--- config.mk ---
export PLATFORM = sky130hd
export DESIGN_NAME = sys_regs
export DESIGN_NICKNAME = d
export VERILOG_FILES = /design/src/common/mem_map_pkg.sv /design/src/common/chip_bus_pkg.sv /design/src/source/sys_regs.sv
export SDC_FILE = /design/constraint.sdc
export NUM_CORES = 1
export LEC_CHECK = 0
export BUFFER_PORTS_ARGS = -buffer_cell sky130_fd_sc_hd__clkbuf_2
export CORE_MARGIN = 3
export CORE_UTILIZATION = 31
export CTS_CLUSTER_DIAMETER = 60
export CTS_CLUSTER_SIZE = 40
export DETAILED_ROUTE_END_ITERATION = 16
export PLACE_DENSITY = 0.79
export SLEW_MARGIN = 20
export SYNTH_ARGS = -nofsm -noshare
export SYNTH_HDL_FRONTEND = slang
export SYNTH_SLANG_ARGS = --single-unit
--- constraint.sdc ---
create_clock -name clk -period 1.75 [get_ports clk]
set_input_delay 0.175 -clock clk [delete_from_list [all_inputs] [get_ports clk]]
set_output_delay 0.175 -clock clk [all_outputs]
set_load 0.03 [all_outputs]
--- src/common/mem_map_pkg.sv ---
// ----------------------------------------------------------
// memory map definitions
// block size, bank numbers, memory configuration and the
// decode result handed from the map to the bus logic
// ----------------------------------------------------------
`default_nettype none

package mem_map_pkg;

	localparam int BLOCK_AW = 12;	// words per block, log2

	typedef logic [2:0] bank_t;

	localparam bank_t SLOW_BANK = 3'd4;
	localparam bank_t KICK_BANK = 3'd7;	// kickstart image

	// chip_size: 0 one block, 1 two blocks, 2/3 four blocks
	typedef struct packed {
		logic [1:0] chip_size;
		logic       slow_en;
	} mem_cfg_t;

	typedef enum logic [2:0] {
		RGN_CHIP,
		RGN_SLOW,
		RGN_REG,
		RGN_KICK,
		RGN_NONE
	} region_e;

	typedef struct packed {
		region_e               region;
		bank_t                 bank;
		logic [BLOCK_AW-1:0]   offset;
		logic                  wblk;	// write goes nowhere
	} map_t;

endpackage

`default_nettype wire

--- src/common/chip_bus_pkg.sv ---
// ----------------------------------------------------------
// bus transport types
// wishbone classic request/response seen by both masters and
// the physical request that reaches the shared ram
// ----------------------------------------------------------
`default_nettype none

package chip_bus_pkg;

	localparam int DMA_AW = 14;	// dma word address width

	// ----------------------------------------------------------
	// wishbone classic
	// ----------------------------------------------------------
	typedef struct packed {
		logic        cyc;
		logic        stb;
		logic        we;
		logic [1:0]  sel;	// [1] upper byte, [0] lower byte
		logic [15:0] adr;	// word address
		logic [15:0] dat;
	} wb_req_t;

	typedef struct packed {
		logic        ack;
		logic [15:0] dat;
	} wb_rsp_t;

	// ----------------------------------------------------------
	// physical ram side, already mapped to bank/offset
	// ----------------------------------------------------------
	typedef struct packed {
		logic                                stb;	// cyc & stb folded
		logic                                we;
		logic [1:0]                          sel;
		mem_map_pkg::bank_t                  bank;
		logic [mem_map_pkg::BLOCK_AW-1:0]    offset;
		logic [15:0]                         dat;
	} ram_req_t;

endpackage

`default_nettype wire

--- src/source/sys_regs.sv ---
// ----------------------------------------------------------
// system registers
// overlay bit and memory configuration with read-back
// ----------------------------------------------------------
`timescale 1ns/1ps
`default_nettype none

module sys_regs #(
	parameter mem_map_pkg::mem_cfg_t RESET_MEM_CFG = '{chip_size: 2'd2, slow_en: 1'b1}
) (
	input  wire                   clk,
	input  wire                   reset,
	input  chip_bus_pkg::wb_req_t reg_req_i,
	output logic [15:0]           reg_rdata_o,
	output logic                  reg_ack_o,
	output logic                  ovl_o,
	output mem_map_pkg::mem_cfg_t mem_cfg_o
);
	import chip_bus_pkg::*;
	import mem_map_pkg::*;

	logic                access;	// new register cycle this clock
	logic [BLOCK_AW-1:0] roff;

	assign access = reg_req_i.cyc & reg_req_i.stb & ~reg_ack_o;
	assign roff   = reg_req_i.adr[BLOCK_AW-1:0];

	always_ff @(posedge clk) begin
		if (reset) begin
			reg_ack_o <= 1'b0;
			ovl_o     <= 1'b1;	// boot with kickstart overlay
			mem_cfg_o <= RESET_MEM_CFG;
		end else begin
			reg_ack_o <= access;
			if (access && reg_req_i.we && reg_req_i.sel[0]) begin	// low lane only
				if (roff == BLOCK_AW'(0))
					ovl_o <= reg_req_i.dat[0];
				if (roff == BLOCK_AW'(1))
					mem_cfg_o <= reg_req_i.dat[2:0];
			end
		end
	end

	always_comb begin
		reg_rdata_o = 16'h0000;	// undefined offsets
		if (roff == BLOCK_AW'(0))
			reg_rdata_o = {15'h0000, ovl_o};
		else if (roff == BLOCK_AW'(1))
			reg_rdata_o = {13'h0000, mem_cfg_o};
	end

endmodule

`default_nettype wire

### Word-level counts from Yosys, hierarchy flattened

Cells that the tools add are included.
W data, S select, Z words.

* register bits after elaboration: 5
* bits of input ports: 39
* output and inout port bits: 21
* word-level logic and storage cells: 15

* equal/unequal tests: 1
* mux-type cells: 2
* bitwise operators: 3
* reduce and logical (&&, ||, !) cells: 5

Operators with widths (number)
* $eq A12 B1 Y1 const B: 1
* $logic_not A12 Y1: 1
* $mux W3: 2
* $reduce_and A2 Y1: 2
* $and A1 B1 Y1: 2
* $logic_and A1 B1 Y1: 2
* $not A1 Y1: 1

### Logic depth before layout (Yosys ltp)

Gate-level depths: netlist (run 1).

* depth after elaboration: 5
* gate-level depth with buffers: 4
* depth with buffers taken out: 4

### Worst setup path before layout (run 1)

OpenSTA, ideal clock, no wires.

* path type: register -> output
* start point: register mem_cfg_o[0] in the netlist's numbering
* end point: output reg_rdata_o[0]
* arrival time: 1.039 ns
* required time: 1.575 ns
* path slack: 0.536 ns
* stages on the path, launching flop included: 3
* path buffers: 0
* path through: dfxtp_1 -> mux2i_1 -> nor2_1

* longest elaborated chain between the ends: 2

Ends and longest elaborated chain
* from (decl): RTL line sys_regs.sv:17 `output mem_map_pkg::mem_cfg_t mem_cfg_o`
* from (signal assigned): RTL line sys_regs.sv:39 `mem_cfg_o <= reg_req_i.dat[2:0];`
* $mux W3: RTL line sys_regs.sv:48 `else if (roff == BLOCK_AW'(1))`
* $mux W3: RTL line sys_regs.sv:46 `if (roff == BLOCK_AW'(0))`
* to (decl): RTL line sys_regs.sv:14 `output logic [15:0] reg_rdata_o,`

No other way between the ends.

### Final worst setup path (run 1)

* start point: input reg_req_i[27] in the netlist's numbering
* end point: output reg_rdata_o[2]

* longest elaborated chain between the ends: 3
* elaborated cells on any way between the ends: 4
* classes of those cells: eq/ne: 1; mux: 2; reduce/logical: 1

Ends and longest elaborated chain
* from (decl): RTL line sys_regs.sv:13 `input chip_bus_pkg::wb_req_t reg_req_i,`
* $eq A12 B1 Y1: RTL line sys_regs.sv:48
* $mux W3: RTL line sys_regs.sv:48
* $mux W3 *: RTL line sys_regs.sv:46

Mark *: on every way between the ends. The rest lies on a longest branch, timed or not.

==> impl_metrics.tcl, run 1 <==
set metrics [dict create \
    ys_seq_elements 5 \
    area_growth_pct 31.5 \
    seqCellArea_um2 100 \
    cts_num_sinks 5 \
    synth.distinct_cells 17 \
    diodes 0 \
    ys_seq_area_share_pct 24.0 \
    peakVddDrop_mv 0.369 \
    power_density_mw_per_mm2 604 \
    setup_slack_ns 0.381 \
    ioPinCount 60 \
    clock-root-buffer "clkbuf_4" \
    grt.total_usage_pct 10.6 \
    via_count 399 \
    avgSynthCellArea_um2 9.26 \
    avgViaCountPerCell 4.43 \
    cts_setup_buffers 0 \
    post-route-min-period_ns 1.37 \
    grt_max_degree 9 \
    crit_arrival_ns 1.19 \
    start_kind "input port" \
    drc 0 \
    crit_type "in2out" \
    final.setup.tns_ns 0 \
    cts_resized 0 \
    dpl_worst_slack_ns 0.374 \
    wl_um 891 \
    path_max_fanout 3 \
    ys_top_cells_by_area "dfxtp_1 24%, buf_4 23%, mux2i_1 12%" \
    p_leak_nw 0.295 \
    die_x_um 42.7 \
    synth_top_area_share_pct 24.0 \
    cp-end-kind "output pin" \
    fmax_ghz 0.731 \
    die_h_um 42.7 \
    ctsLongestPathBuffers 2 \
    finalCritPeriodShare_pct 78.2 \
    io_buffers 28 \
    grt_pass1_vias 380 \
    yosysWarningCount 0 \
    htreeDepth 1 \
    cts-buffers-inserted 3 \
    detail_route.wl_per_cell_um 9.90 \
    status "finished, final reports clean" \
    grt.overflow.total 0 \
    start_util_pct 35.1 \
    drtPass1Iterations 2 \
    worstSkewPairLatency_ns 0.24 \
    grt_pass1_wl_mm 1.45 \
    hold_viol 0 \
    skew_ns 0.00323 \
    multi_input_area_um2 264 \
    drive_above_1_share_pct 47.4 \
    final_nets 116 \
    rsz0062_at_grt "no" \
    cp.required_ns 1.57 \
    drtAntennaViolNets 0 \
    synth_top_area_cell "dfxtp_1" \
    place_congestion 0.713 \
    hpwl_um 794 \
    cts_tree "built" \
    hp-class "in2reg" \
    fillers 126 \
    core.rowCount 12 \
    setup_viol 0 \
    synth_cells 45 \
    netlist_area_um2 417 \
    drtIter0Drc 1 \
    coreArea_mm2 0.00119 \
    hold_buffers 0 \
    dieArea_mm2 0.00182 \
    slew_violations 0 \
    max-cap-violations 0 \
    grt_antenna_before_repair 0 \
    clkTransAtPathRegs_ns 0.04 \
]
## layer usage
| metal | track usage [%] | vias to the layer above | part of all wire (%) |
|---|---|---|---|
| met3 | 2.12 | 2 | 16 |
| met1 | 10.4 | 171 | 34 |
| li1 | - | 193 | - |
| met5 | 0 | - | 0 |
| met2 | 18.3 | 33 | 48 |
| met4 | 9.32 | 0 | 1.6 |
## per-stage QoR
| stage | cell area (um2) | hold slack (ns) | std cells | power, mW | utilization [%] |
|---|---|---|---|---|---|
| floorplan | 462 | 0.247 | 57 | 0.189 | - |
| global placement | 522 | 0.414 | 86 | 0.198 | 44.0 |
| detailed placement | 522 | 0.436 | 86 | 0.200 | 44.0 |
| CTS | 548 | 0.177 | 90 | 0.335 | 46.2 |
| global route | 548 | 0.190 | 90 | 0.350 | 46.2 |
| finish | 548 | 0.179 | 90 | 0.331 | 46.2 |
## state kept, by name, indices dropped and copies added, names as in the netlist
name,count
reg_ack_o,1
mem_cfg_o,3
ovl_o,1
## cell type report
| type | count | share of cell area [%] |
|---|---|---|
| clock buffers | 4 | 4.79 |
| flip-flops and latches | 5 | 18.3 |
| well taps | 14 | 3.20 |
| repair buffers | 28 | 25.6 |
| multi-input cells | 39 | 48.2 |
## placed cells by master, fill, tap and decap left out, drive strengths merged
master  instances
and4b           1
nor3            2
conb           13
nand4           1
clkbuf         32
nand3           2
nor4b           1
and2            2
nand2b          2
nor2b           1
nor4            2
and3b           1
nor2            6
mux2i           5
dfxtp           5
## final timing paths
| kind | startpoint | end | slack (ns) | cells past startpoint |
|---|---|---|---|---|
| worst max-delay path | reg_req_i[27] | reg_rdata_o[2] | 0.38 | 5 |
| worst min-delay path | reg_req_i[1] | mem_cfg_o[1] | 0.18 | 3 |
| worst max register to register | reg_ack_o | ovl_o | 0.60 | 4 |
| worst min register to register | mem_cfg_o[1] | mem_cfg_o[1] | 0.50 | 2 |
## kinds of logic (layout without fill, tap and decap cells)
logic type / Yosys count / count (layout) / synth area share [%]
flops: 5 / 5 / 24.0
other cells: 1 / 13 / 0.900
simple gates: 21 / 21 / 39.6
buf+inv: 13 / 32 / 23.4
mux: 5 / 5 / 12.0
## power breakdown
group          total [mW]  internal, mW  switching (mW)
combinational      0.0822        0.0236          0.0586
sequential          0.116         0.115        0.000346
clock               0.133        0.0862          0.0469
total               0.331         0.225           0.106
## synth_stat cells
master    instances
buf_4            13
nor2_1            6
dfxtp_1           5
mux2i_1           5
and2_1            2
nand2b_1          2
nand3_1           2
and3b_1           1
and4b_4           1
conb_1            1
nand4_4           1
nor2b_1           1
nor3_1            1
nor3_2            1
nor4_1            1
nor4_4            1
nor4b_2           1
## worst max-delay path, stage by stage
cell and delay [ns]:
clkbuf_2 0.10, nor4_4 0.29, and4b_4 0.30, and2_1 0.13, clkbuf_2 0.19
(Power assumes the default switching activity.)
==> run 2: changes to the inputs <==
Settings changed: ABC_AREA set to 1, CORE_UTILIZATION 31 to 28, PLACE_DENSITY 0.79 to 0.72.
Clock period 1.75 ns to 1.3 ns, I/O delays scaled along.
==> impl_metrics.tcl, run 2 <==
set metrics [dict create \
    wl_um 912 \
    min_from "reset" \
    status "finished, final reports clean" \
    ys_seq_area_share_pct 24.2 \
    worst_path_max_delay_cell "nor2_4" \
    area_growth_pct 32.1 \
    yosysWarningCount 0 \
    ff2ff_setup_slack_ns 0.23 \
    final_nets 136 \
    clock-root-buffer "clkbuf_4" \
    rsz0062_at_grt "no" \
    die_x_um 44.4 \
    peakVddDrop_mv 0.396 \
    hpwl_um 784 \
    netlist_area_um2 413 \
    async_flop_share_pct 0 \
    start_kind "input port" \
    post-route-min-period_ns 1.18 \
    grt.total_usage_pct 10.2 \
    ys_top_cells_by_count "13 x buf_4, 12 x nand2_1, 9 x inv_1, 9 x nor2_1, 8 x nand3_1" \
    ys_seq_elements 5 \
    htreeDepth 1 \
    p_int_mw 0.300 \
    hold_buffers 0 \
    synth_cells 65 \
    final.setup.tns_ns 0 \
    finalPower_mw 0.445 \
    synth-edff-count 0 \
    grt_pass1_vias 389 \
    cts_setup_buffers 0 \
    path_max_fanout 9 \
    avgSynthCellArea_um2 6.35 \
    p_leak_nw 0.330 \
    dieArea_mm2 0.00197 \
    yosysMostFrequentCell "buf_4" \
    slew_violations 0 \
    cp.required_ns 1.17 \
    stdcell_area_um2 546 \
    crit_path_max_incr_delay_ns 0.21 \
    r2r_end "mem_cfg_o[0]" \
    io_buffers 28 \
    pwr-share-clk_pct 41.4 \
    place_congestion 0.739 \
    drtIter0Drc 10 \
    cts_resized 0 \
    switching_share_pct 32.6 \
    p_comb_share_pct 23.6 \
    drtAntennaViolNets 0 \
    cp_cell_sequence "clkbuf_2, nor2_1, nand2_1, nor2_4, nand2_1, nor2_1, clkbuf_2" \
    ys_top_cells_by_area "dfxtp_1 24%, buf_4 24%, nand2_1 11%" \
    power_density_mw_per_mm2 816 \
    crit_arrival_ns 1.05 \
    core.rowCount 13 \
    r2r-start "reg_ack_o" \
    p_seq_share_pct 35.0 \
    top_regs "mem_cfg_o x3, ovl_o x1, reg_ack_o x1" \
    coreArea_mm2 0.00135 \
    synth.distinct_cells 11 \
    via_count 467 \
    power_switching_mw 0.145 \
    max-cap-violations 0 \
    ctsLongestPathBuffers 2 \
    largest_register_ffs 3 \
    diodes 0 \
    die_h_um 44.4 \
    synth_top_area_cell "dfxtp_1" \
    synth_top_area_share_pct 24.2 \
    hold_viol 0 \
    fillers 153 \
    finalCritPeriodShare_pct 90.8 \
    grt_antenna_before_repair 0 \
    avgViaCountPerCell 4.21 \
    drtPass1Iterations 6 \
    grt.overflow.total 0 \
    endpoint "reg_rdata_o[1]" \
    grt_max_degree 10 \
    rr_worst_depth 6 \
    crit_start "reg_req_i[27]" \
    hp-class "in2reg" \
    drc 0 \
    ioPinCount 60 \
    crit_type "in2out" \
    placed_area_um2 519 \
    layout_commonest_cell "clkbuf_2" \
    cts_tree "built" \
    cp-end-kind "output pin" \
    dp.cells 107 \
    largest_register "mem_cfg_o" \
    synthFlopType "dfxtp_1" \
    setup_viol 0 \
    start_util_pct 30.6 \
    clkTransAtPathRegs_ns 0.04 \
    cts-buffers-inserted 3 \
    detail_route.wl_per_cell_um 8.22 \
    worstSkewPairLatency_ns 0.24 \
    cts_num_sinks 5 \
    skew_ns 0.000590 \
    drive_above_1_share_pct 36.5 \
    final_cell_mix "28 x clkbuf_2, 13 x conb_1, 12 x nand2_1" \
    grt_pass1_wl_mm 1.49 \
    fmax_ghz 0.847 \
    instances_no_fill 111 \
]
==> run 2: kinds of logic after synthesis <==
family	after synthesis	synth area share, %
other cells	1	0.908
buf+inv	22	31.8
flops	5	24.2
simple gates	37	43.0
==> run 2: metal layers <==
| metal | track usage, % | share of wire [%] | up-vias |
|---|---|---|---|
| li1 | - | - | 239 |
| met1 | 11.8 | 38 | 194 |
| met2 | 17.2 | 47 | 31 |
| met3 | 2.44 | 13 | 3 |
| met4 | 5.42 | 1.8 | 0 |
| met5 | 0 | 0 | - |
==> run 2: final cells by class <==
class / count / area (um2) / share of cell area (%)
clock buffers: 4 / 26.3 / 4.82
inverters: 9 / 33.8 / 6.19
multi-input cells: 50 / 226 / 41.5
flip-flops and latches: 5 / 100 / 18.3
well taps: 15 / 18.8 / 3.44
repair buffers: 28 / 140 / 25.7
==> run 2: per-stage QoR <==
step                hold WS (ns)  utilization (%)  setup slack, ns
finish                    0.0538             40.4            0.119
global route              0.0691             40.4           0.0118
CTS                       0.0523             40.4            0.103
detailed placement         0.311             38.5            0.124
global placement           0.307             38.5            0.159
floorplan                  0.202                -            0.166
==> run 2: power by group through the flow <==
stage / logic (mW) / clock network (mW) / registers (mW)
detailed placement: 0.105 / 0 / 0.158
finish: 0.105 / 0.184 / 0.156
CTS: 0.105 / 0.188 / 0.156
floorplan: 0.0983 / 0 / 0.161
global placement: 0.102 / 0 / 0.158
global route: 0.116 / 0.198 / 0.155
==> run 2: worst max-delay path, delay by kind of cell <==
family	cells	cell delay [ns]
AND/OR/NAND/NOR	5	0.62
buffers and inverters	2	0.30
==> run 2: how the worst min path moves through the flow <==
stage                end  slack, ns  depth (start not counted)
6_report       reg_ack_o       0.05                          2
5_1_grt        reg_ack_o       0.07                          2
4_1_cts        reg_ack_o       0.05                          2
3_5_place_dp   reg_ack_o       0.31                          2
3_3_place_gp   reg_ack_o       0.31                          2
2_1_floorplan  reg_ack_o       0.20                          1
==> run 3: changes to the inputs <==
Clock period 1.3 ns to 1.1 ns, I/O delays scaled along.
==> impl_metrics.tcl, run 3 (same netlist as run 2, synthesis figures left out) <==
set metrics [dict create \
    crit_arrival_ns 0.90 \
    clock-root-buffer "clkbuf_4" \
    power_switching_mw 0.171 \
    p_leak_nw 0.351 \
    cp_cell_sequence "nand3_1, nand2_1, clkbuf_4" \
    power_density_mw_per_mm2 882 \
    coreArea_mm2 0.00135 \
    die_x_um 44.4 \
    final_nets 139 \
    cp.required_ns 0.99 \
    cts_num_sinks 5 \
    cts-buffers-inserted 3 \
    rr_worst_depth 7 \
    worstSkewPairLatency_ns 0.24 \
    io_buffers 28 \
    largest_register_ffs 3 \
    drtIter0Drc 4 \
    path_max_fanout 3 \
    max-cap-violations 0 \
    p_seq_share_pct 34.9 \
    hold_viol 0 \
    cts_tree "built" \
    rsz0062_at_grt "yes" \
    fillers 148 \
    cp.depth 3 \
    diodes 0 \
    p_int_mw 0.357 \
    largest_register "mem_cfg_o" \
    grt_pass1_vias 351 \
    hpwl_um 795 \
    via_count 470 \
    ioPinCount 60 \
    hold_depth 2 \
    drc 0 \
    grt.overflow.total 0 \
    ctsLongestPathBuffers 2 \
    top_regs "mem_cfg_o x3, ovl_o x1, reg_ack_o x1" \
    drtAntennaViolNets 0 \
    grt.total_usage_pct 9.83 \
    crit_type "reg2out" \
    detail_route.wl_per_cell_um 8.16 \
    peakVddDrop_mv 0.700 \
    setup_viol 0 \
    status "finished, final reports clean" \
    grt_pass1_wl_mm 1.34 \
    stdcell_area_um2 598 \
    finalCritPeriodShare_pct 92.2 \
    slew_violations 0 \
    final.setup.tns_ns 0 \
    cp_num_buf_inv 1 \
    crit_path_max_incr_delay_ns 0.33 \
    fmax_ghz 0.986 \
    skew_ns 0.00276 \
    pwr-share-clk_pct 40.7 \
    place_congestion 0.675 \
    switching_share_pct 32.4 \
    start_util_pct 30.6 \
    core.rowCount 13 \
    critical_path.top_delay_family "flip-flops" \
    die_h_um 44.4 \
    grt_antenna_before_repair 0 \
    post-route-min-period_ns 1.01 \
    grt_max_degree 7 \
    wl_um 930 \
    final_cell_mix "25 x clkbuf_2, 13 x conb_1, 11 x nand2_1" \
    hp-class "in2reg" \
    worst_path_max_delay_cell "dfxtp_2" \
    area_growth_pct 44.8 \
    start_kind "flop" \
    avgViaCountPerCell 4.12 \
    drive_above_1_share_pct 43.4 \
    clkTransAtPathRegs_ns 0.04 \
    layout_commonest_cell "clkbuf_2" \
    htreeDepth 1 \
    p_comb_share_pct 24.4 \
    cp-end-kind "output pin" \
    dieArea_mm2 0.00197 \
    placed_area_um2 539 \
    drtPass1Iterations 2 \
]
-- run 3: cell count changes in the layout (fill, tap and decap cells not counted), sizes merged --
cell,previous run,this run
buf,0,5
clkbuf,32,30
-- run 3: path summary, 6_finish.rpt --
check / startpoint / endpoint / slack, ns
max: mem_cfg_o[0] / reg_rdata_o[0] / 0.09
min: reset / reg_ack_o / 0.04
max reg2reg: reg_ack_o / mem_cfg_o[1] / 0.10
min reg2reg: mem_cfg_o[0] / mem_cfg_o[0] / 0.47
-- run 3: cell type report --
cell class / count / area (um2) / area share, %
clock buffer: 4 / 26.3 / 4.39
inverter: 9 / 33.8 / 5.65
multi-input combinational: 50 / 244 / 40.8
sequential: 5 / 101 / 16.9
tap: 15 / 18.8 / 3.14
timing repair buffer: 31 / 174 / 29.1
-- run 3: power groups by stage --
stage,combinational [mW],clock (mW),sequential [mW]
after floorplan,0.116,0,0.190
after global placement,0.123,0,0.187
after detailed placement,0.124,0,0.187
after CTS,0.124,0.223,0.184
after global routing,0.141,0.235,0.184
final,0.129,0.215,0.184
-- run 3: what timing repair did --
item | CTS | global route
resized for setup | 0 | 13
buffers inserted | 0 | 1
setup endpoints to repair | 0 | 7
hold buffers | 0 | 0
-- run 3: routing by layer --
| metal | track usage [%] | vias up | share of wire [%] |
|---|---|---|---|
| li1 | - | 248 | - |
| met2 | 15.1 | 29 | 43 |
| met5 | 0 | - | 0 |
| met3 | 3.66 | 4 | 14 |
| met1 | 10.3 | 189 | 40 |
| met4 | 9.04 | 0 | 2.7 |
-- run 3: stage by stage --
step | power, mW | hold WS [ns] | util [%] | std cells | setup WS [ns]
4_1_cts | 0.531 | 0.0308 | 41.9 | 113 | 0.0141
6_report | 0.528 | 0.0358 | 44.3 | 114 | 0.0860
2_1_floorplan | 0.306 | 0.182 | - | 77 | 0.0135
5_1_grt | 0.561 | 0.0418 | 44.3 | 114 | -0.0113
3_5_place_dp | 0.312 | 0.291 | 39.9 | 109 | 0.0170
3_3_place_gp | 0.310 | 0.286 | 39.9 | 109 | 0.0439
